--- src/fetch_pkg.sv ---
`default_nettype none

package fetch_pkg;

   // Datapath sizes
   localparam int DATA_W = 32;                  // Word and byte address width
   localparam int JMP_W  = 28;                  // Jump index already shifted by two
   localparam int RAM_AW = 8;                   // Word address bits
   localparam int STRB_W = DATA_W / 8;          // One strobe per byte
   localparam int RAM_DEPTH = 1 << RAM_AW;      // 256 words

   localparam logic [DATA_W-1:0] NOP_INSTR = '0;   // sll $0,$0,0

   // Loader address map, byte addresses
   localparam logic [DATA_W-1:0] RAM_BASE  = 32'h0000_0000;
   localparam logic [DATA_W-1:0] RAM_BYTES = 32'(RAM_DEPTH * 4);   // Ends at 0x400
   localparam logic [DATA_W-1:0] CTRL_ADDR = 32'h0000_0800;         // Bit 0 is run

   localparam logic [1:0] RESP_OKAY   = 2'b00;
   localparam logic [1:0] RESP_SLVERR = 2'b10;

   // Master side of the AXI4-Lite port
   typedef struct packed {
      logic              awvalid;
      logic [DATA_W-1:0] awaddr;
      logic              wvalid;
      logic [DATA_W-1:0] wdata;
      logic [STRB_W-1:0] wstrb;
      logic              bready;
      logic              arvalid;
      logic [DATA_W-1:0] araddr;
      logic              rready;
   } axil_req_t;

   // Slave side
   typedef struct packed {
      logic              awready;
      logic              wready;
      logic              bvalid;
      logic [1:0]        bresp;
      logic              arready;
      logic              rvalid;
      logic [DATA_W-1:0] rdata;
      logic [1:0]        rresp;
   } axil_rsp_t;

   // One loader access on memory port B
   typedef struct packed {
      logic              en;
      logic              we;
      logic [RAM_AW-1:0] addr;    // Word address
      logic [DATA_W-1:0] wdata;
      logic [STRB_W-1:0] strb;
   } ram_port_t;

   typedef struct packed {
      logic pc_we;      // Counter enable
      logic if_id_we;   // IF/ID register enable
      logic beq;        // Take branch
      logic jmp;        // Take jump, wins over beq
      logic flush;      // Squash next instruction
   } fetch_ctrl_t;

   typedef struct packed {
      logic [DATA_W-1:0] brq_addr;
      logic [JMP_W-1:0]  jmp_addr;
   } redirect_t;

   typedef struct packed {
      logic [DATA_W-1:0] pc;      // Already pc+4
      logic [DATA_W-1:0] instr;
   } if_id_t;

endpackage

`default_nettype wire

--- src/fetch_stage.sv ---
`default_nettype none

module fetch_stage (
   input  wire logic                            i_clk,
   input  wire logic                            i_rst,
   input  wire logic                            i_run,        // Level from loader
   input  wire fetch_pkg::fetch_ctrl_t          i_ctrl,
   input  wire fetch_pkg::redirect_t            i_redirect,
   output logic                                 o_a_en,       // Memory fetch enable
   output logic      [fetch_pkg::RAM_AW-1:0]    o_a_addr,     // Word address of pc
   input  wire logic [fetch_pkg::DATA_W-1:0]    i_a_data,
   output fetch_pkg::if_id_t                    o_if_id
);

   logic [fetch_pkg::DATA_W-1:0] pc;
   logic [fetch_pkg::DATA_W-1:0] pc_plus4;
   logic [fetch_pkg::DATA_W-1:0] pc_next;
   logic [fetch_pkg::DATA_W-1:0] jmp_target;
   logic [fetch_pkg::DATA_W-1:0] if_id_pc;
   logic                         flushed;     // Instruction slot holds a bubble
   logic                         pc_we;
   logic                         if_id_we;

   // Run low stalls everything
   assign pc_we    = i_run & i_ctrl.pc_we;
   assign if_id_we = i_run & i_ctrl.if_id_we;

   assign pc_plus4 = pc + 32'd4;

   // Region bits from the instruction in decode
   assign jmp_target = {if_id_pc[fetch_pkg::DATA_W-1:fetch_pkg::JMP_W],
                        i_redirect.jmp_addr};

   // Jump beats branch beats sequential
   always_comb begin
      if (i_ctrl.jmp) begin
         pc_next = jmp_target;
      end else if (i_ctrl.beq) begin
         pc_next = i_redirect.brq_addr;
      end else begin
         pc_next = pc_plus4;
      end
   end

   always_ff @(posedge i_clk) begin
      if (i_rst) begin
         pc <= '0;
      end else if (pc_we) begin
         pc <= pc_next;
      end
   end

   // IF/ID pc and bubble flag move with the memory read
   always_ff @(posedge i_clk) begin
      if (i_rst) begin
         if_id_pc <= '0;
         flushed  <= 1'b1;   // NOP until the first real fetch
      end else if (if_id_we) begin
         if_id_pc <= pc_plus4;
         flushed  <= i_ctrl.flush;
      end
   end

   // Memory register is the IF/ID instruction field
   assign o_a_en   = if_id_we;
   assign o_a_addr = pc[fetch_pkg::RAM_AW+1:2];   // Byte to word

   assign o_if_id.pc    = if_id_pc;
   assign o_if_id.instr = flushed ? fetch_pkg::NOP_INSTR : i_a_data;

endmodule

`default_nettype wire

--- config.mk ---
export PLATFORM = sky130hd
export DESIGN_NAME = fetch_stage
export DESIGN_NICKNAME = d
export VERILOG_FILES = /design/src/fetch_pkg.sv /design/src/fetch_stage.sv
export SDC_FILE = /design/constraint.sdc
export NUM_CORES = 1
export LEC_CHECK = 0
export BUFFER_PORTS_ARGS = -buffer_cell sky130_fd_sc_hd__buf_4
export CORE_MARGIN = 2
export CORE_UTILIZATION = 51
export DETAILED_ROUTE_END_ITERATION = 8
export PLACE_DENSITY = 0.83
export SLEW_MARGIN = 40
export SYNTH_ARGS = -nofsm -noshare
export SYNTH_HDL_FRONTEND = slang
export SYNTH_SLANG_ARGS = --single-unit
--- constraint.sdc ---
create_clock -name i_clk -period 2.8 [get_ports i_clk]
set_clock_uncertainty 0.1 [all_clocks]
set_input_delay 0 -clock i_clk [delete_from_list [all_inputs] [get_ports i_clk]]
set_output_delay 0 -clock i_clk [all_outputs]
set_load 0.02 [all_outputs]
==> results of run 1 <==
[Yosys cell counts (3+ instances only)]
library cell,count,area [um2]
a31oi_1,10,62.6
clkbuf_1,32,120
a21oi_1,49,245
xnor2_1,11,96.3
nand4_1,12,75.1
nor2b_1,33,206
dfxtp_1,65,1300
o32ai_1,5,43.8
nand2_1,33,124
nand3_1,22,110
buf_4,10,75.1
and3_1,6,37.5
o211ai_1,5,37.5
a21o_1,7,52.6
a211oi_1,18,135
o31a_1,3,26.3
buf_2,5,25.0
xor2_1,16,140
o21ai_0,30,150
and4_1,3,26.3
inv_1,7,26.3
o22ai_1,3,18.8
or3_1,4,25.0
a22oi_1,15,113
and2_1,4,25.0
nor2_1,39,146
or2_2,3,18.8
nor3_1,7,35.0
[tightest hold or removal path, cell delays in order]
cell	delay, ns
buf_4	0.08
a22oi_1	0.07
a21o_1	0.15
a21oi_1	0.11
[sequential cells by signal, summed over array words and instances (netlist names)]
register / count
if_id_pc: 32
pc: 32
flushed: 1
[stage by stage]
| step | instances | utilization (%) | hold WS [ns] | setup slack, ns |
|---|---|---|---|---|
| 2_1_floorplan | 494 | - | 0.0241 | 0.906 |
| 3_3_place_gp | 726 | 70.2 | 0.111 | 0.764 |
| 3_5_place_dp | 726 | 70.2 | 0.127 | 0.599 |
| 4_1_cts | 776 | 78.1 | 0.0000246 | 0.281 |
| 5_1_grt | 776 | 78.1 | 0.0135 | 0.124 |
| 6_report | 776 | 78.1 | 0.000874 | 0.286 |
[path summary, 6_finish.rpt]
path,start,endpoint
hold / removal,i_redirect[20],pc[20]$_SDFFE_PP0P_
hold reg to reg,pc[0]$_SDFFE_PP0P_,if_id_pc[0]$_SDFFE_PP0P_
setup / recovery,pc[2]$_SDFFE_PP0P_,pc[8]$_SDFFE_PP0P_
setup reg to reg,pc[2]$_SDFFE_PP0P_,pc[8]$_SDFFE_PP0P_
[cell families (layout without fill, tap and decap cells)]
logic type | after synthesis | in the layout
fa+ha+maj | 1 | 1
simple gates | 179 | 179
flops | 65 | 65
buf+inv | 58 | 241
xor+xnor | 27 | 27
mux | 1 | 1
compound gates | 163 | 163
[power groups by stage]
stage	registers [mW]	logic (mW)	clock network [mW]
5_1_grt	1.04	0.587	0.984
2_1_floorplan	1.06	0.245	0
3_3_place_gp	1.05	0.488	0
6_report	1.03	0.549	0.935
4_1_cts	1.03	0.540	0.937
3_5_place_dp	1.05	0.497	0
[per-layer routing]
metal / global-route usage, % / up-vias
met3: 4.73 / 48
met1: 39.7 / 2108
met4: 13.0 / 0
met5: 0 / -
li1: - / 2140
met2: 54.9 / 244
[final cells by class]
cell class / count / area share, %
repair buffers: 216 / 30.0
flip-flops and latches: 65 / 22.9
well taps: 99 / 2.18
inverters: 9 / 0.594
multi-input cells: 371 / 40.3
clock inverters: 4 / 1.32
clock buffers: 12 / 2.73
[placed cells by master, fill, tap and decap left out, drive strengths merged, types with 2 or more instances in the layout]
master and count:
bufinv 2, a22oi 15, and3 6, and4 4
or3 4, o22ai 3, nor4 3, buf 182
o31a 3, o32ai 5, clkinvlp 2, o311ai 2
xnor2 11, a2bb2oi 2, a211oi 18, nand4 15
nor2 40, or2 3, nand3 23, nor3 8
o211ai 5, a222oi 2, a31oi 10, nor2b 33
nand2 33, a21o 7, xor2 16, dfxtp 65
clkinv 2, a21oi 49, dlygate4sd3 34, and2 5
inv 7, o21ai 31, clkbuf 12
==> metrics.yaml, run 1 <==
placement:
  dpl_cell_area_um2: 5120
  port-buffer-count: 172
  gp_congestion: 0.904
  dp_hpwl_mm: 8.87
yosys:
  synth-xor-area-share_pct: 6.12
  synth_top_family_by_area: "compound AO/OA/AOI/OAI gates"
  synth.yosys.warnings: 0
  avgSynthCellArea_um2: 7.82
  yosysSeqAreaShare_pct: 33.7
  synth_compound_area_share_pct: 27.2
  synth.mux.area_fraction_pct: 0.259
  ys_types: 60
  syn-instance-count: 494
  ys_async_sr_fraction_pct: 0
  synthSimpleGateAreaFrac_pct: 25.5
  ys_ff_latch: 65
  synth_area_um2: 3860
  synth-edff-count: 0
  synth_fa_ha_area_share_pct: 0.324
  synth_flop_cell: "dfxtp_1"
  syn-num-nets: 595
sta:
  setup_tns_ns: 0
  layout_worst_path_cycle_share_pct: 89.8
  drv_slew: 0
  rsz0062_at_grt: "false"
  max_clock_freq_ghz: 0.398
  slew_headroom_pct: 59.8
  fin_crit_ns: 2.51
  setup_violations: 0
  finalHoldViolations: 0
  worst_slew_pin_slew_ns: 0.602
detailed_routing:
  avgRoutedWirePerCell_um: 17.3
  wl_met1_mm: 5.37
  ant_nets: 0
  drc: 0
  route.met3.wl_um: 983
  top_layer: "met4"
  vias_per_cell: 5.85
  dr.pass1.iters: 5
  wl_met2_mm: 6.61
  wirelength_mm: 13.5
  vias: 4540
  drt_first_iter_violations: 380
floorplanning:
  ios: 173
  die_area_um2: 8290
  core_area_um2: 7290
  dieHeight_um: 91.1
  start_util_pct: 53.0
  die_x_um: 91.1
  rows: 31
power_and_ir_drop:
  power_mw: 2.52
  ir_drop_v: 0.000254
  power_frac_seq_pct: 41.0
  clock_power_share_pct: 37.2
  p_per_area_nw_per_um2: 442
  p_leak_nw: 2.37
  pwr-share-comb_pct: 21.8
  p_sw_uw: 713
  netSwitchingFraction_pct: 28.3
  p_int_mw: 1.80
critical_path:
  crit_type: "reg2reg"
  crit_family: "buffers and inverters"
  crit_chain: "ha_1 > and3_1 > nand3_1 > xor2_1 > a211o_1 > a311oi_1 > dlygate4sd3_1"
  r2r_slack_ns: 0.29
  cp.arrival_ns: 2.71
  cp_slowest_cell: "dlygate4sd3_1"
  critPathMaxFanout: 7
  required_ns: 3.00
  start_kind: "flip-flop"
  crit_cells: 7
  cpPeakStageDelay_ns: 0.57
  worstSetupEndpointType: "flip-flop"
  cp_num_buf_inv: 1
  rr_worst_depth: 7
clock_tree:
  clk_pin_slew_ns: 0.08
  ctsResizeCount: 0
  cts_hold_buf: 34
  cts.htree.levels: 3
  clock_sinks: 65
  worstSkewPairLatency_ns: 0.35
  numCtsBuffers: 9
  cts_max_path_buffers: 2
  cts_tree: "done"
  postCtsSetupRepairBufs: 0
  clockRootBuffer: "clkbuf_8"
cells_and_area:
  diodes: 0
  register_area_um2: 1300
  finalNetCount: 773
  fin_area_um2: 5690
  multiInputGateArea_um2: 2290
  syn_to_final_growth_pct: 47.3
  drive_gt1_share_pct: 31.5
  num-fill-cells: 546
global_route:
  grt_pass1_wl_mm: 21.4
  antenna_found_initial: 0
  grt_pass1_vias: 4252
  grt_max_degree: 44
  overflow: 0
  grt_usage_pct: 31.8
run_status:
  outcome: "complete, no violations"
worst_hold_path:
  hold_path.class: "in2reg"
  holdPathStages: 4
run:
  maxCapViolations: 0
Power figures use the tool's default switching activity.
==> run 2, diff against run 1 <==
CORE_ASPECT_RATIO = 0.6   (was unset)
PLACE_DENSITY = 0.95   (was 0.83)
==> metrics.yaml, run 2 (synthesis results as in run 1) <==
global_route:
  grt_pass1_wl_mm: 22.8  # was 21.4 mm
  overflow: 0  # unchanged
  grt_pass1_vias: 4587  # was 4252
  grt_max_degree: 44  # unchanged
  grt_usage_pct: 34.9  # was 31.8%
  antenna_found_initial: 0  # unchanged
clock_tree:
  clock_sinks: 65  # unchanged
  clockRootBuffer: "clkbuf_16"  # was clkbuf_8
  cts.htree.levels: 3  # unchanged
  numCtsBuffers: 9  # unchanged
  clk_pin_slew_ns: 0.06  # was 0.08 ns
  postCtsSetupRepairBufs: 0  # unchanged
  cts_tree: "done"  # unchanged
  worstSkewPairLatency_ns: 0.33  # was 0.35 ns
  cts_max_path_buffers: 2  # unchanged
  ctsResizeCount: 0  # unchanged
  cts_hold_buf: 28  # was 34
power_and_ir_drop:
  clock_power_share_pct: 41.1  # was 37.2%
  p_sw_uw: 758  # was 713 uW
  p_int_mw: 1.95  # was 1.80 mW
  power_mw: 2.70  # was 2.52 mW
  pwr-share-comb_pct: 20.5  # was 21.8%
  p_per_area_nw_per_um2: 476  # was 442 nW/um2
  ir_drop_v: 0.000335  # was 0.000254 V
  netSwitchingFraction_pct: 28.0  # was 28.3%
  p_leak_nw: 2.38  # was 2.37 nW
  power_frac_seq_pct: 38.5  # was 41.0%
critical_path:
  cp_slowest_cell: "dlygate4sd3_1"  # unchanged
  start_kind: "flip-flop"  # unchanged
  crit_type: "reg2reg"  # unchanged
  critPathMaxFanout: 7  # unchanged
  cpPeakStageDelay_ns: 0.61  # was 0.57 ns
  cp_num_buf_inv: 1  # unchanged
  cp.arrival_ns: 2.85  # was 2.71 ns
  worstSetupEndpointType: "flip-flop"  # unchanged
  required_ns: 2.98  # was 3.00 ns
  crit_family: "buffers and inverters"  # unchanged
  crit_chain: "ha_1 > and3_1 > nand3_1 > xor2_1 > a211o_1 > a311oi_1 > dlygate4sd3_1"  # unchanged
sta:
  max_clock_freq_ghz: 0.374  # was 0.398 GHz
  worst_slew_pin_slew_ns: 0.722  # was 0.602 ns
  rsz0062_at_grt: "false"  # unchanged
  fin_crit_ns: 2.67  # was 2.51 ns
  drv_slew: 0  # unchanged
  layout_worst_path_cycle_share_pct: 95.4  # was 89.8%
  setup_violations: 0  # unchanged
  setup_tns_ns: 0  # unchanged
  slew_headroom_pct: 51.7  # was 59.8%
  finalHoldViolations: 0  # unchanged
detailed_routing:
  route.met3.wl_mm: 1.81  # was 983 um
  ant_nets: 0  # unchanged
  dr.pass1.iters: 9  # was 5
  drt_first_iter_violations: 611  # was 380
  avgRoutedWirePerCell_um: 19.2  # was 17.3 um
  drc: 0  # unchanged
  top_layer: "met4"  # unchanged
  wl_met2_mm: 6.88  # was 6.61 mm
  vias: 4779  # was 4540
  vias_per_cell: 6.19  # was 5.85
  wirelength_mm: 14.8  # was 13.5 mm
  wl_met1_mm: 5.67  # was 5.37 mm
floorplanning:
  dieHeight_um: 71.4  # was 91.1 um
  core_area_um2: 7300  # was 7290 um2
  start_util_pct: 53.0  # about the same
  die_x_um: 116  # was 91.1 um
  ios: 173  # unchanged
  die_area_um2: 8310  # was 8290 um2
  rows: 24  # was 31
placement:
  dpl_cell_area_um2: 5120  # about the same
  port-buffer-count: 172  # unchanged
  dp_hpwl_mm: 9.45  # was 8.87 mm
  gp_congestion: 0.880  # was 0.904
  placed_cells: 730  # was 726
cells_and_area:
  diodes: 0  # unchanged
  drive_gt1_share_pct: 31.6  # was 31.5%
  mostFrequentLayoutCell: "buf_4"  # unchanged
  fin_area_um2: 5680  # was 5690 um2
  syn_to_final_growth_pct: 47.1  # was 47.3%
  finalNetCount: 766  # was 773
  largestRegisters: "if_id_pc: 32 flops, pc: 32 flops, flushed: 1 flops"  # unchanged
  instances_no_fill: 772  # was 776
  layout_common_cells: "buf_4 (181), dfxtp_1 (64), a21oi_1 (49)"  # was buf_4 (182), dfxtp_1 (64), a21oi_1 (49)
run_status:
  outcome: "complete, no violations"  # unchanged
run:
  maxCapViolations: 0  # unchanged
worst_hold_path:
  hold_path.class: "in2reg"  # unchanged
[run 2: path summary, 6_finish.rpt]
kind / start / end / slack [ns] / cells after the start
max: pc[2]$_SDFFE_PP0P_ / pc[8]$_SDFFE_PP0P_ / 0.13 / 7
min: i_redirect[51] / pc[23]$_SDFFE_PP0P_ / 0.002 / 4
max reg2reg: pc[2]$_SDFFE_PP0P_ / pc[8]$_SDFFE_PP0P_ / 0.13 / 7
min reg2reg: if_id_pc[0]$_SDFFE_PP0P_ / if_id_pc[0]$_SDFFE_PP0P_ / 0.38 / 2
[run 2: power by group through the flow]
stage / Clock (mW) / Combinational (mW) / Sequential (mW)
6_report: 1.11 / 0.553 / 1.04
5_1_grt: 1.14 / 0.582 / 1.05
4_1_cts: 1.10 / 0.533 / 1.04
3_5_place_dp: 0 / 0.496 / 1.05
3_3_place_gp: 0 / 0.486 / 1.05
2_1_floorplan: 0 / 0.245 / 1.06
[run 2: worst register-to-register path, cell delays in order, from the launching register on]
cell and delay [ns]:
dfxtp_1 0.44, ha_1 0.30, and3_1 0.28, nand3_1 0.12, xor2_1 0.17, a211o_1 0.30
a311oi_1 0.30, dlygate4sd3_1 0.61
[run 2: metal layers]
layer / up-vias / track usage (%)
li1: 2128 / -
met1: 2181 / 45.1
met2: 403 / 56.2
met3: 67 / 8.38
met4: 0 / 15.1
met5: - / 0
[run 2: stage by stage]
step / hold slack [ns] / utilization, % / setup slack, ns
3_5_place_dp: 0.118 / 70.2 / 0.589
6_report: 0.00200 / 77.9 / 0.128
2_1_floorplan: 0.0241 / - / 0.906
5_1_grt: 0.0251 / 77.9 / 0.0518
4_1_cts: 0.00349 / 77.9 / 0.303
3_3_place_gp: 0.108 / 70.1 / 0.711
[run 2: final cells by class]
type                            instances  area (um2)
Fill cell                             450        1610
Clock inverter                          4        45.0
Multi-Input combinational cell        371        2290
Tap cell                              104         130
Sequential cell                        65        1300
Inverter                                9        33.8
Timing Repair Buffer                  209        1640
Clock buffer                           10         239
