[src/fetch_pkg.sv]
`default_nettype none

package fetch_pkg;

   // Datapath sizes
   localparam int DATA_W = 32;                  // Word and byte address width
   localparam int JMP_W  = 28;                  // Jump index already shifted by two
   localparam int RAM_AW = 8;                   // Word address bits
   localparam int STRB_W = DATA_W / 8;          // One strobe per byte
   localparam int RAM_DEPTH = 1 << RAM_AW;      // 256 words

   localparam logic [DATA_W-1:0] NOP_INSTR = '0;   // sll $0,$0,0

   // Loader address map, byte addresses
   localparam logic [DATA_W-1:0] RAM_BASE  = 32'h0000_0000;
   localparam logic [DATA_W-1:0] RAM_BYTES = 32'(RAM_DEPTH * 4);   // Ends at 0x400
   localparam logic [DATA_W-1:0] CTRL_ADDR = 32'h0000_0800;         // Bit 0 is run

   localparam logic [1:0] RESP_OKAY   = 2'b00;
   localparam logic [1:0] RESP_SLVERR = 2'b10;

   // Master side of the AXI4-Lite port
   typedef struct packed {
      logic              awvalid;
      logic [DATA_W-1:0] awaddr;
      logic              wvalid;
      logic [DATA_W-1:0] wdata;
      logic [STRB_W-1:0] wstrb;
      logic              bready;
      logic              arvalid;
      logic [DATA_W-1:0] araddr;
      logic              rready;
   } axil_req_t;

   // Slave side
   typedef struct packed {
      logic              awready;
      logic              wready;
      logic              bvalid;
      logic [1:0]        bresp;
      logic              arready;
      logic              rvalid;
      logic [DATA_W-1:0] rdata;
      logic [1:0]        rresp;
   } axil_rsp_t;

   // One loader access on memory port B
   typedef struct packed {
      logic              en;
      logic              we;
      logic [RAM_AW-1:0] addr;    // Word address
      logic [DATA_W-1:0] wdata;
      logic [STRB_W-1:0] strb;
   } ram_port_t;

   typedef struct packed {
      logic pc_we;      // Counter enable
      logic if_id_we;   // IF/ID register enable
      logic beq;        // Take branch
      logic jmp;        // Take jump, wins over beq
      logic flush;      // Squash next instruction
   } fetch_ctrl_t;

   typedef struct packed {
      logic [DATA_W-1:0] brq_addr;
      logic [JMP_W-1:0]  jmp_addr;
   } redirect_t;

   typedef struct packed {
      logic [DATA_W-1:0] pc;      // Already pc+4
      logic [DATA_W-1:0] instr;
   } if_id_t;

endpackage

`default_nettype wire

[src/axil_prog_loader.sv]
`default_nettype none

module axil_prog_loader (
   input  wire logic                            i_clk,
   input  wire logic                            i_rst,
   input  wire fetch_pkg::axil_req_t            i_axil,
   output fetch_pkg::axil_rsp_t                 o_axil,
   output fetch_pkg::ram_port_t                 o_ram,        // To memory port B
   input  wire logic [fetch_pkg::DATA_W-1:0]    i_ram_rdata,
   output logic                                 o_run
);

   typedef enum logic [1:0] {W_IDLE, W_ACC, W_RESP} wr_state_t;
   typedef enum logic [1:0] {R_IDLE, R_ACC, R_WAIT, R_RESP} rd_state_t;

   wr_state_t                    w_state;
   rd_state_t                    r_state;
   logic                         wr_start;
   logic                         rd_start;
   logic                         wr_mem;      // awaddr hits program space
   logic                         wr_ctrl;     // awaddr hits control word
   logic                         ar_mem;
   logic                         ar_ctrl;
   logic                         rd_mem;      // Read decode kept for the data cycle
   logic                         rd_ctrl;
   logic [1:0]                   bresp;
   logic [1:0]                   rresp;
   logic [fetch_pkg::DATA_W-1:0] rdata;
   logic                         run;

   function automatic logic in_ram(input logic [fetch_pkg::DATA_W-1:0] a);
      logic [fetch_pkg::DATA_W-1:0] off;
      off = a - fetch_pkg::RAM_BASE;
      return off < fetch_pkg::RAM_BYTES;
   endfunction

   function automatic logic [fetch_pkg::RAM_AW-1:0] word_addr(
      input logic [fetch_pkg::DATA_W-1:0] a);
      logic [fetch_pkg::DATA_W-1:0] off;
      off = a - fetch_pkg::RAM_BASE;
      return off[fetch_pkg::RAM_AW+1:2];
   endfunction

   // Byte lane bits ignored
   function automatic logic is_ctrl(input logic [fetch_pkg::DATA_W-1:0] a);
      return a[fetch_pkg::DATA_W-1:2] == fetch_pkg::CTRL_ADDR[fetch_pkg::DATA_W-1:2];
   endfunction

   assign wr_mem  = in_ram(i_axil.awaddr);
   assign wr_ctrl = is_ctrl(i_axil.awaddr);
   assign ar_mem  = in_ram(i_axil.araddr);
   assign ar_ctrl = is_ctrl(i_axil.araddr);

   // Port B is shared, a write start blocks a read start in the same cycle
   assign wr_start = (w_state == W_IDLE) && i_axil.awvalid && i_axil.wvalid;
   assign rd_start = (r_state == R_IDLE) && i_axil.arvalid && !wr_start;

   always_ff @(posedge i_clk) begin
      if (i_rst) begin
         w_state <= W_IDLE;
         run     <= 1'b0;
      end else begin
         case (w_state)
            W_IDLE: if (wr_start) w_state <= W_ACC;
            W_ACC: begin                              // Both readies high here
               w_state <= W_RESP;
               if (wr_ctrl && i_axil.wstrb[0]) run <= i_axil.wdata[0];
            end
            W_RESP: if (i_axil.bready) w_state <= W_IDLE;
            default: w_state <= W_IDLE;
         endcase
      end
   end

   always_ff @(posedge i_clk) begin
      if (w_state == W_ACC) begin
         bresp <= (wr_mem || wr_ctrl) ? fetch_pkg::RESP_OKAY : fetch_pkg::RESP_SLVERR;
      end
   end

   // Accept, wait on memory, then hold the response
   always_ff @(posedge i_clk) begin
      if (i_rst) begin
         r_state <= R_IDLE;
      end else begin
         case (r_state)
            R_IDLE:  if (rd_start) r_state <= R_ACC;
            R_ACC:   r_state <= R_WAIT;                 // Memory read issued
            R_WAIT:  r_state <= R_RESP;                 // Data captured
            R_RESP:  if (i_axil.rready) r_state <= R_IDLE;
            default: r_state <= R_IDLE;
         endcase
      end
   end

   always_ff @(posedge i_clk) begin
      if (r_state == R_ACC) begin
         rd_mem  <= ar_mem;
         rd_ctrl <= ar_ctrl;
      end
      if (r_state == R_WAIT) begin
         if (rd_mem) begin
            rdata <= i_ram_rdata;
            rresp <= fetch_pkg::RESP_OKAY;
         end else if (rd_ctrl) begin
            rdata <= {{(fetch_pkg::DATA_W-1){1'b0}}, run};
            rresp <= fetch_pkg::RESP_OKAY;
         end else begin
            rdata <= '0;                                // Unmapped
            rresp <= fetch_pkg::RESP_SLVERR;
         end
      end
   end

   // Memory access, write and read never share a cycle
   always_comb begin
      o_ram = '0;
      if (w_state == W_ACC && wr_mem) begin
         o_ram.en    = 1'b1;
         o_ram.we    = 1'b1;
         o_ram.addr  = word_addr(i_axil.awaddr);
         o_ram.wdata = i_axil.wdata;
         o_ram.strb  = i_axil.wstrb;
      end else if (r_state == R_ACC && ar_mem) begin
         o_ram.en   = 1'b1;
         o_ram.addr = word_addr(i_axil.araddr);
      end
   end

   assign o_axil.awready = (w_state == W_ACC);
   assign o_axil.wready  = (w_state == W_ACC);
   assign o_axil.bvalid  = (w_state == W_RESP);
   assign o_axil.bresp   = bresp;
   assign o_axil.arready = (r_state == R_ACC);
   assign o_axil.rvalid  = (r_state == R_RESP);
   assign o_axil.rdata   = rdata;
   assign o_axil.rresp   = rresp;

   assign o_run = run;

endmodule

`default_nettype wire

[config.mk]
export PLATFORM = sky130hd
export DESIGN_NAME = axil_prog_loader
export DESIGN_NICKNAME = d
export VERILOG_FILES = /design/src/fetch_pkg.sv /design/src/axil_prog_loader.sv
export SDC_FILE = /design/constraint.sdc
export NUM_CORES = 1
export LEC_CHECK = 0
export ABC_AREA = 1
export BUFFER_PORTS_ARGS = -buffer_cell sky130_fd_sc_hd__buf_2
export CORE_MARGIN = 5
export CORE_UTILIZATION = 40
export DETAILED_ROUTE_END_ITERATION = 12
export PLACE_DENSITY = 0.86
export REMOVE_ABC_BUFFERS = 1
export SLEW_MARGIN = 20
export SYNTH_ARGS = -nofsm -noshare
export SYNTH_HDL_FRONTEND = slang
export SYNTH_SLANG_ARGS = --single-unit
[constraint.sdc]
create_clock -name i_clk -period 2.5 [get_ports i_clk]
set_input_delay 0.25 -clock i_clk [delete_from_list [all_inputs] [get_ports i_clk]]
set_output_delay 0.25 -clock i_clk [all_outputs]
set_load 0.05 [all_outputs]
==> run summary, run 1 <==
In this run the clock root is driven by a sky130_fd_sc_hd__clkbuf_8. The cell count after synthesis was 325; the global-route total usage across every layer was 21.7%. At the end of routability-driven placement, the weighted congestion stood at 0.943. Once the clock tree was built, the resizer swapped 0 gates to a different size. Entering global routing, the biggest net connects 35 pins. The cell type with the highest occurrence count on the critical path is sky130_fd_sc_hd__inv_1.

The flow ran to the end, and the final reports show no timing, DRC or antenna violations. Summed over all layers, the routed wires come to 8.76 mm. The synthesis-to-finish area growth came out at 51.8%. For the I/O pin count, the log shows 227. Cells with a size suffix above 1 make up 45.1% of the layout. The worst path needs 2120 ps of the cycle, external delays included. In this run the remaining antenna-violating nets after routing total 0. The floorplan step defined a die boundary enclosing 0.00778 sq mm.

The total of hold buffers inserted after clock tree synthesis came out at 0. At the pin with the least slew margin, the transition time is 1010 ps. Setup repair after global routing left no endpoint under its margin. The worst register-to-register path ends at rdata[0]. Path type of the worst setup path: register to output pin.

The worst register-to-register path has a setup slack of 970 ps. The length of routed met2 wiring was 4.60 mm; the area share of the largest cell type after synthesis was 44.2%. Clock-pin slew was measured on the worst setup and hold paths at 80 ps.

The run gives 0 as the number of antenna violations at the first check in global routing. In the routed design, unresolved DRC markers number 0. The tools report the number of global-route vias before repair as 2708. The floorplan step set the die height to 88.2 um.

The final route contains 2754 vias. For the power after layout, the log shows 2.70 mW. Sequential elements use 48.3% of the synthesized area. Share of the clock period used by the worst path: 84.7%. For the worst setup path, the data arrival time is 1870 ps. TritonCTS built the clock tree. Across the routed clock network, the largest skew measured is 8.62 ps. Summed over all cells, the static leakage comes to 2.29 nW. The hold violation total from the final report is 0, and the number of violations reported at the end of detailed-routing iteration 0 is 94. The initial utilization of the core area, before any placement, comes to 41.3%. The path with the worst hold slack has its endpoint at r_state[1]. The power density relative to cell area was 727 mW/mm^2.

Final number of max-transition violations: 0. Yosys printed 0 warnings. STA puts the critical path data required time at 2250 ps.

The path class of the tightest hold or removal check is primary input to register. The logic depth of the worst register-to-register path is 1. In the final design database the tool counted 688 nets. Using the TritonRoute via totals, the vias-per-cell ratio works out to 4.44.

For the number of CTS-inserted buffers, the log shows 5. Along the worst hold path, the cell count comes to 2. The cell with the largest stage delay on the worst path was sky130_fd_sc_hd__dfxtp_1. The run gives 28 as the placement row count. The worst max-slew margin expressed relative to the limit came out at 32.4%. After routing, the total negative slack on setup checks comes to 0 ps. In this run, synthesis produced a sequential element count of 41.

The tools report the startpoint of the most critical register-to-register path as rd_mem. The worst-skew pair later-pin latency is 290 ps. After global routing the overflow that remains totals 0.

The maximum fanout along the worst path was 8. The count of cell types in the netlist is 23, and the final-report setup violation count is 0. The floorplan step defined a core boundary enclosing 0.00592 sq mm.

The clock net in this run drives a total of 41 sinks. The highest metal layer carrying signal wires in the routed design is met4. Dividing the detail-routed wire length by the instance count gives 14.1 um. The H-tree was split into 2 levels.

The tools report the number of violations of the max-capacitance limit as 0. The upper clock frequency limit was 0.472 GHz. The biggest area contributor in the post-synthesis netlist is sky130_fd_sc_hd__edfxtp_1. The number of iterations in the first detailed-routing pass was 4; the met3 routed wirelength was 1.05 mm.

The signal on the critical path passes through inv_1, ha_1, inv_1, nor2_2, nand3_1, nand2_1, buf_2. During placement, the flow inserted port buffers numbering 220. Horizontal die dimension: 88.2 um. The beginning of the worst hold path was i_rst. The detailed router put a total of 3.00 mm of wire on met1. The critical path launch point type was a register. The first global-routing pass estimated 12.9 mm of wire. The run gives 0 as the number of diodes.

The clock passes through at most 2 buffers. By area the synthesized netlist is led by sky130_fd_sc_hd__edfxtp_1 (44%), sky130_fd_sc_hd__inv_1 (12%), sky130_fd_sc_hd__nand2_1 (12%), sky130_fd_sc_hd__nor2_1 (10%), sky130_fd_sc_hd__dfxtp_1 (4.1%). The post-synthesis cell area is 0.00244 sq mm. Type of element capturing the critical path: an output pin. Buffers added to address setup during post-CTS repair amount to 0.

The critical path's largest stage delay is 350 ps, and the maximum ir drop on the vdd rail is 617 uV. The synthesized area per cell works out to 7.52 sq um. Once detailed placement completed, the half-perimeter wirelength came to 7.39 mm.
==> routing by layer <==
layer | vias to the layer above | track usage, %
met4 | 0 | 6.32
li1 | 1390 | -
met3 | 10 | 7.34
met5 | - | 0
met2 | 150 | 41.1
met1 | 1204 | 22.3
==> stage by stage <==
stage / hold WS, ps / worst slack (ps) / utilization, % / std cells / cell area (sq um)
5_1_grt: 148 / 208 / 62.7 / 620 / 3710
3_3_place_gp: 449 / 488 / 60.8 / 612 / 3600
4_1_cts: 144 / 346 / 62.7 / 620 / 3710
2_1_floorplan: 319 / 11.9 / - / 315 / 2370
6_report: 148 / 382 / 62.7 / 620 / 3710
3_5_place_dp: 450 / 456 / 60.8 / 612 / 3600
==> where the power goes <==
group / switching [mW] / total, mW / leakage [nW] / internal, mW
clock: 0.221 / 0.515 / 0.0518 / 0.294
sequential: 0.103 / 1.08 / 0.378 / 0.979
combinational: 0.821 / 1.10 / 1.86 / 0.282
==> cell type report <==
cell class	instances	area, sq um
Clock inverter	3	41.3
Timing Repair Buffer	222	1140
Fill cell	504	2210
Multi-Input combinational cell	194	883
Inverter	80	302
Clock buffer	5	68.8
Tap cell	75	93.8
Sequential cell	41	1180
==> placed cells by master, fill, tap and decap left out, types with 2 or more instances in the layout <==
master,instances
sky130_fd_sc_hd__a21oi_1,3
sky130_fd_sc_hd__buf_12,2
sky130_fd_sc_hd__edfxtp_1,36
sky130_fd_sc_hd__buf_2,220
sky130_fd_sc_hd__nand3_1,12
sky130_fd_sc_hd__inv_1,79
sky130_fd_sc_hd__nand4_1,3
sky130_fd_sc_hd__nor3_1,5
sky130_fd_sc_hd__nand2_1,77
sky130_fd_sc_hd__nor2_1,67
sky130_fd_sc_hd__ha_1,5
sky130_fd_sc_hd__nor2_2,12
sky130_fd_sc_hd__dfxtp_1,5
sky130_fd_sc_hd__o21ai_0,2
sky130_fd_sc_hd__conb_1,2
sky130_fd_sc_hd__clkbuf_8,5
==> cells in the mapped netlist <==
master	instances
sky130_fd_sc_hd__nand3_1	12
sky130_fd_sc_hd__nor2_4	1
sky130_fd_sc_hd__nor3_4	1
sky130_fd_sc_hd__dfxtp_1	5
sky130_fd_sc_hd__nand3_4	1
sky130_fd_sc_hd__o21a_1	1
sky130_fd_sc_hd__ha_1	5
sky130_fd_sc_hd__and2_4	1
sky130_fd_sc_hd__nor2_1	67
sky130_fd_sc_hd__nand4_1	3
sky130_fd_sc_hd__nand2_1	77
sky130_fd_sc_hd__clkinv_2	1
sky130_fd_sc_hd__nor3_1	5
sky130_fd_sc_hd__nand3b_1	1
sky130_fd_sc_hd__clkbuf_1	4
sky130_fd_sc_hd__nor2_2	12
sky130_fd_sc_hd__edfxtp_1	36
sky130_fd_sc_hd__a21oi_1	3
sky130_fd_sc_hd__inv_1	79
sky130_fd_sc_hd__buf_4	3
sky130_fd_sc_hd__o21ai_0	2
sky130_fd_sc_hd__conb_1	1
sky130_fd_sc_hd__buf_6	4
==> sequential cells by signal, indices dropped and copies added, names as in the netlist <==
| name | cells |
|---|---|
| r_state | 2 |
| rresp | 1 |
| w_state | 2 |
| rd_mem | 1 |
| rd_ctrl | 1 |
| rdata | 32 |
| bresp | 1 |
| o_run | 1 |
==> worst max path at each step <==
stage                            from   endpoint
after floorplan            w_state[0]  o_ram[10]
final                      r_state[1]  o_ram[42]
after global placement    i_axil[101]  o_ram[27]
after global routing       r_state[1]  o_ram[36]
after CTS                  r_state[1]  o_ram[36]
after detailed placement  i_axil[101]  o_ram[36]
==> critical path, delay by kind of cell, from the launching register on <==
family,cells,cell delay (ps)
adders and majority gates,1,240
buffers and inverters,3,470
DFF,1,350
and+or+nand+nor,3,530
==> kinds of logic after synthesis <==
kind of cell	Yosys count	synth area share (%)
buffers and inverters	91	15.7
DFF	41	48.3
and+or+nand+nor	181	31.9
AOI/OAI and AO/OA	6	1.33
adders and majority gates	5	2.56
other	1	0.153
(Power assumes the default switching activity.)
==> run 2, diff against run 1 <==
Settings changed: ABC_AREA 1 to 0, CORE_ASPECT_RATIO from default to 1.4, CORE_UTILIZATION 40 to 36, PLACE_DENSITY 0.86 to 0.81.
Clock period 2.5 ns to 2.07 ns, I/O delays scaled along.
==> run 2 against run 1 <==
Against the previous run:
- the run now ends with setup timing left
- utilization up 5.5 points
- flip-flop and latch count is the same
- register-to-register slack got worse by 610 ps
- design area is 13% higher
- largest power group is now sequential cells
- clock skew down 3.3 ps
==> run summary, run 2 <==
The area after detailed placement is 0.00362 sq mm (+0.66%). The vertical extent of the die works out to 104 um (+17%). The power density relative to cell area works out to 750 mW/mm^2 (+3.2%).

Library cell occupying the most area in the post-synthesis netlist: sky130_fd_sc_hd__edfxtp_1. The post-synthesis cell area was 0.00225 sq mm (-7.9%); the maximum ir drop on the vdd rail was 386 uV (-38%). The proportion of layout cells with a drive suffix above 1 is 63.9% (+19 points), and the number of CTS-inserted buffers is 5 (unchanged). The path type of the worst setup path was primary input to output pin. The number of diodes was 0 (unchanged); the utilization after layout was 68.2% (+5.5 points).

For the final number of max-transition violations, the log shows 0 (unchanged). The final reports fail on setup timing. The logs give 0 (unchanged) for the number of remaining DRC errors and 21.0% (-0.72 points) for the global-route total usage across every layer. Timing would allow up to 0.416 GHz. The horizontal die dimension works out to 76.8 um (-13%). Among cell families on the critical path, the largest total delay comes from simple AND/OR/NAND/NOR gates. The total routed wirelength came out at 8.92 mm (+1.8%).

The critical path's largest stage delay came out at 520 ps (+170 ps). The logs give 0 (unchanged) for the number of violations of the max-capacitance limit and 7.17 mm (-3.0%) for the total half-perimeter wirelength after legalization and detailed placement. The I/O pin count is 227 (unchanged).

The largest registers in the layout are rdata: 32 flops, r_state: 2 flops, w_state: 2 flops. Counting I/O delays and the setup requirement, the final critical path takes 2410 ps. The tools report the first-pass GRT wire length as 13.2 mm (+2.6%). The critical path starts at i_axil[103]. Number of I/O port buffers: 220 (unchanged).

Maximum number of pins on one net before global-route repair: 35 (unchanged). The slew at the pin closest to its max-slew limit was 739 ps (-276 ps). The number of antenna violations at the first check in global routing is 0 (unchanged). The worst setup path is launched from a primary input.

Of the available clock period, the critical path in the final layout requires 116%. Counting flops per register, the top entry is rdata. The synthesized area per cell came out at 10.7 sq um (+42%). The hold violation total from the final report was 0 (unchanged); the arrival time of the worst setup path was 2200 ps (+330 ps). Cell with the largest stage delay on the worst path: sky130_fd_sc_hd__or4_4. The number of iterations in the first detailed-routing pass was 4 (unchanged); the number of violations reported at the end of detailed-routing iteration 0 was 63 (-33%).

The clock tree skew after final layout is 5.32 ps (-3.30 ps), and the final net count is 582 (-15%). The flip-flop count of the largest register, all copies and words added was 32 (unchanged). The run gives 439 (-13%) as the final-layout fill cell count.

The number of warnings printed during yosys synthesis was 0 (unchanged). The cell leakage power came out at 1.99 nW (-13%). The worst setup path is captured at an output pin. Flip-flop and latch count after synthesis: 41 (unchanged). The dominant register cell in the synthesized netlist was sky130_fd_sc_hd__edfxtp_1. The synthesis-to-finish area growth was 86.8%; the clock-pin slew reported for the worst setup and hold paths after clock tree synthesis was 80 ps (about the same). The run gives 34 (+21%) as the placement row count.

The final hold slack was 140 ps (-8.30 ps); the final worst slack was -337 ps (-719 ps). The portion of the post-synthesis area used by sequential elements is 52.4% (+4.1 points), and the die area is 0.00796 sq mm (+2.4%). The area share of the largest cell type after synthesis was 48.0% (+3.8 points).

The tools report the routability congestion estimate from global placement as 0.829 (-12%). Overall via count from detail_route: 2491 (-9.5%). The tools report the number of antenna-violating nets in the routed design as 0 (unchanged). The per-cell via count in the routed design came out at 4.88 (+10%). Startpoint of the most critical register-to-register path: w_state[1].

The number of clock sinks seen by CTS is 41 (unchanged), and the share of synthesized flip-flops with an asynchronous set or reset is 0% (unchanged). The run gives 2 (unchanged) as the maximum buffer depth of the clock tree. The wire length per cell is 17.5 um (+24%), and the maximum fanout along the worst path is 14 (+6). The tools report the cell count after synthesis as 211 (-35%). Setup repair after global routing could not meet its margin everywhere. The run gives 32 (+39%) as the count of cell types in the netlist. TritonCTS built the clock tree.

The library cell used most frequently in the layout, excluding fill and tap cells, is sky130_fd_sc_hd__buf_2. The level count of the clock H-tree came out at 2 (unchanged). Clock root buffer: sky130_fd_sc_hd__clkbuf_8. The number of buffers and inverters on the critical path was 4 (+1); the data required time at the worst endpoint was 1860 ps (-390 ps). The starting density of the core was 36.5% (-4.8 points); the worst-skew pair later-pin latency was 290 ps (about the same).

Leaving out fill and tap cells, the most frequent cells in the layout are sky130_fd_sc_hd__buf_2 (173), sky130_fd_sc_hd__and2_1 (44), sky130_fd_sc_hd__edfxtp_1 (36). Total overflow reported by the global router: 0 (unchanged). For the core outline area, the log shows 0.00617 sq mm (+4.2%).

By instance count, the leading cell after synthesis is sky130_fd_sc_hd__and2_1. The commonest cells after synthesis are sky130_fd_sc_hd__and2_1 (67), sky130_fd_sc_hd__edfxtp_1 (36), sky130_fd_sc_hd__nor4_1 (19), sky130_fd_sc_hd__inv_1 (12), sky130_fd_sc_hd__a31o_2 (8). The number of global-route vias before repair came out at 2634 (-2.7%).

The flow ran to the end, but the final reports show violations. The worst max-slew margin expressed relative to the limit is 50.8% (+18 points). The run gives 0.00421 sq mm (+13%) as the post-route standard cell area excluding fillers. Count of flip-flops with a built-in enable after synthesis: 36 (unchanged). The tools report the final-report setup violation count as 46 (+46).

By area the synthesized netlist is led by sky130_fd_sc_hd__edfxtp_1 (48%), sky130_fd_sc_hd__and2_1 (19%), sky130_fd_sc_hd__nor4_1 (5.3%), sky130_fd_sc_hd__dfxtp_1 (4.4%), sky130_fd_sc_hd__a31o_2 (3.1%). In this run the worst hold path is classified as primary input to register. The signal on the critical path passes through buf_6, or4_4, or4_4, or3_4, inv_8, buf_12, and2_1, buf_6.

The beginning of the worst hold path was i_rst.
==> run 2: cell types whose count changed after synthesis, moves of 3 or more <==
| cell | change |
|---|---|
| sky130_fd_sc_hd__nor2_1 | -63 |
| sky130_fd_sc_hd__nand2_1 | -74 |
| sky130_fd_sc_hd__a31o_2 | +8 |
| sky130_fd_sc_hd__and2_1 | +67 |
| sky130_fd_sc_hd__nor4_1 | +19 |
| sky130_fd_sc_hd__inv_1 | -67 |
| sky130_fd_sc_hd__nor2_2 | -12 |
| sky130_fd_sc_hd__nand2b_1 | +5 |
| sky130_fd_sc_hd__nand3_1 | -10 |
| sky130_fd_sc_hd__buf_2 | +3 |
==> run 2: repair_timing <==
item / CTS / global route
buffers inserted: 0 / 3
hold buffers: 0 / 0
pin swaps: 3 / 22
gates cloned: 0 / 2
setup endpoints to repair: 46 / 46
gates resized for setup: 93 / 32
==> run 2: routing by layer <==
metal | vias to the layer above | global-route usage [%] | share of wire [%]
met5 | - | 0 | 0
met4 | 0 | 9.00 | 2.1
met3 | 13 | 6.86 | 11
met2 | 178 | 36.1 | 51
met1 | 1115 | 23.1 | 35
li1 | 1185 | - | -
==> run 2: path summary, 6_finish.rpt <==
check          endpoint  slack [ps]  cells after the start
min reg2reg       o_run         520                      2
max reg2reg       o_run         360                      5
min          w_state[1]         140                      2
max           o_ram[32]        -340                      8
==> run 2: cell type report <==
cell class              count  area (sq um)  share of cell area [%]
repair buffers            233          1720                    40.8
flip-flops and latches     41          1180                    28.1
multi-input cells         144          1060                    25.2
well taps                  72          90.1                    2.14
clock buffers               5          68.8                    1.64
inverters                  13          56.3                    1.34
clock inverters             2          35.0                   0.833
==> run 2: per-stage QoR <==
step,TNS (ps),instances,setup slack (ps),power (mW)
after detailed placement,-16270,498,-405,2.57
final,-14270,510,-337,3.16
after global routing,-15720,510,-378,3.31
after CTS,-12270,505,-306,3.19
after floorplan,-28540,198,-693,2.19
after global placement,-15630,498,-418,2.53
==> run 2: power breakdown <==
group	internal (mW)	switching, mW
Combinational	0.346	0.920
Clock	0.350	0.253
Sequential	1.18	0.106
==> run 2: kinds of logic after synthesis <==
kind of cell,after synthesis,synth area share [%]
other,1,0.167
buffers and inverters,27,6.22
AND/OR/NAND/NOR,120,32.6
adder cells (fa/ha/maj),5,2.78
flip-flops,41,52.4
AO/OA/AOI/OAI,16,5.39
multiplexers,1,0.444
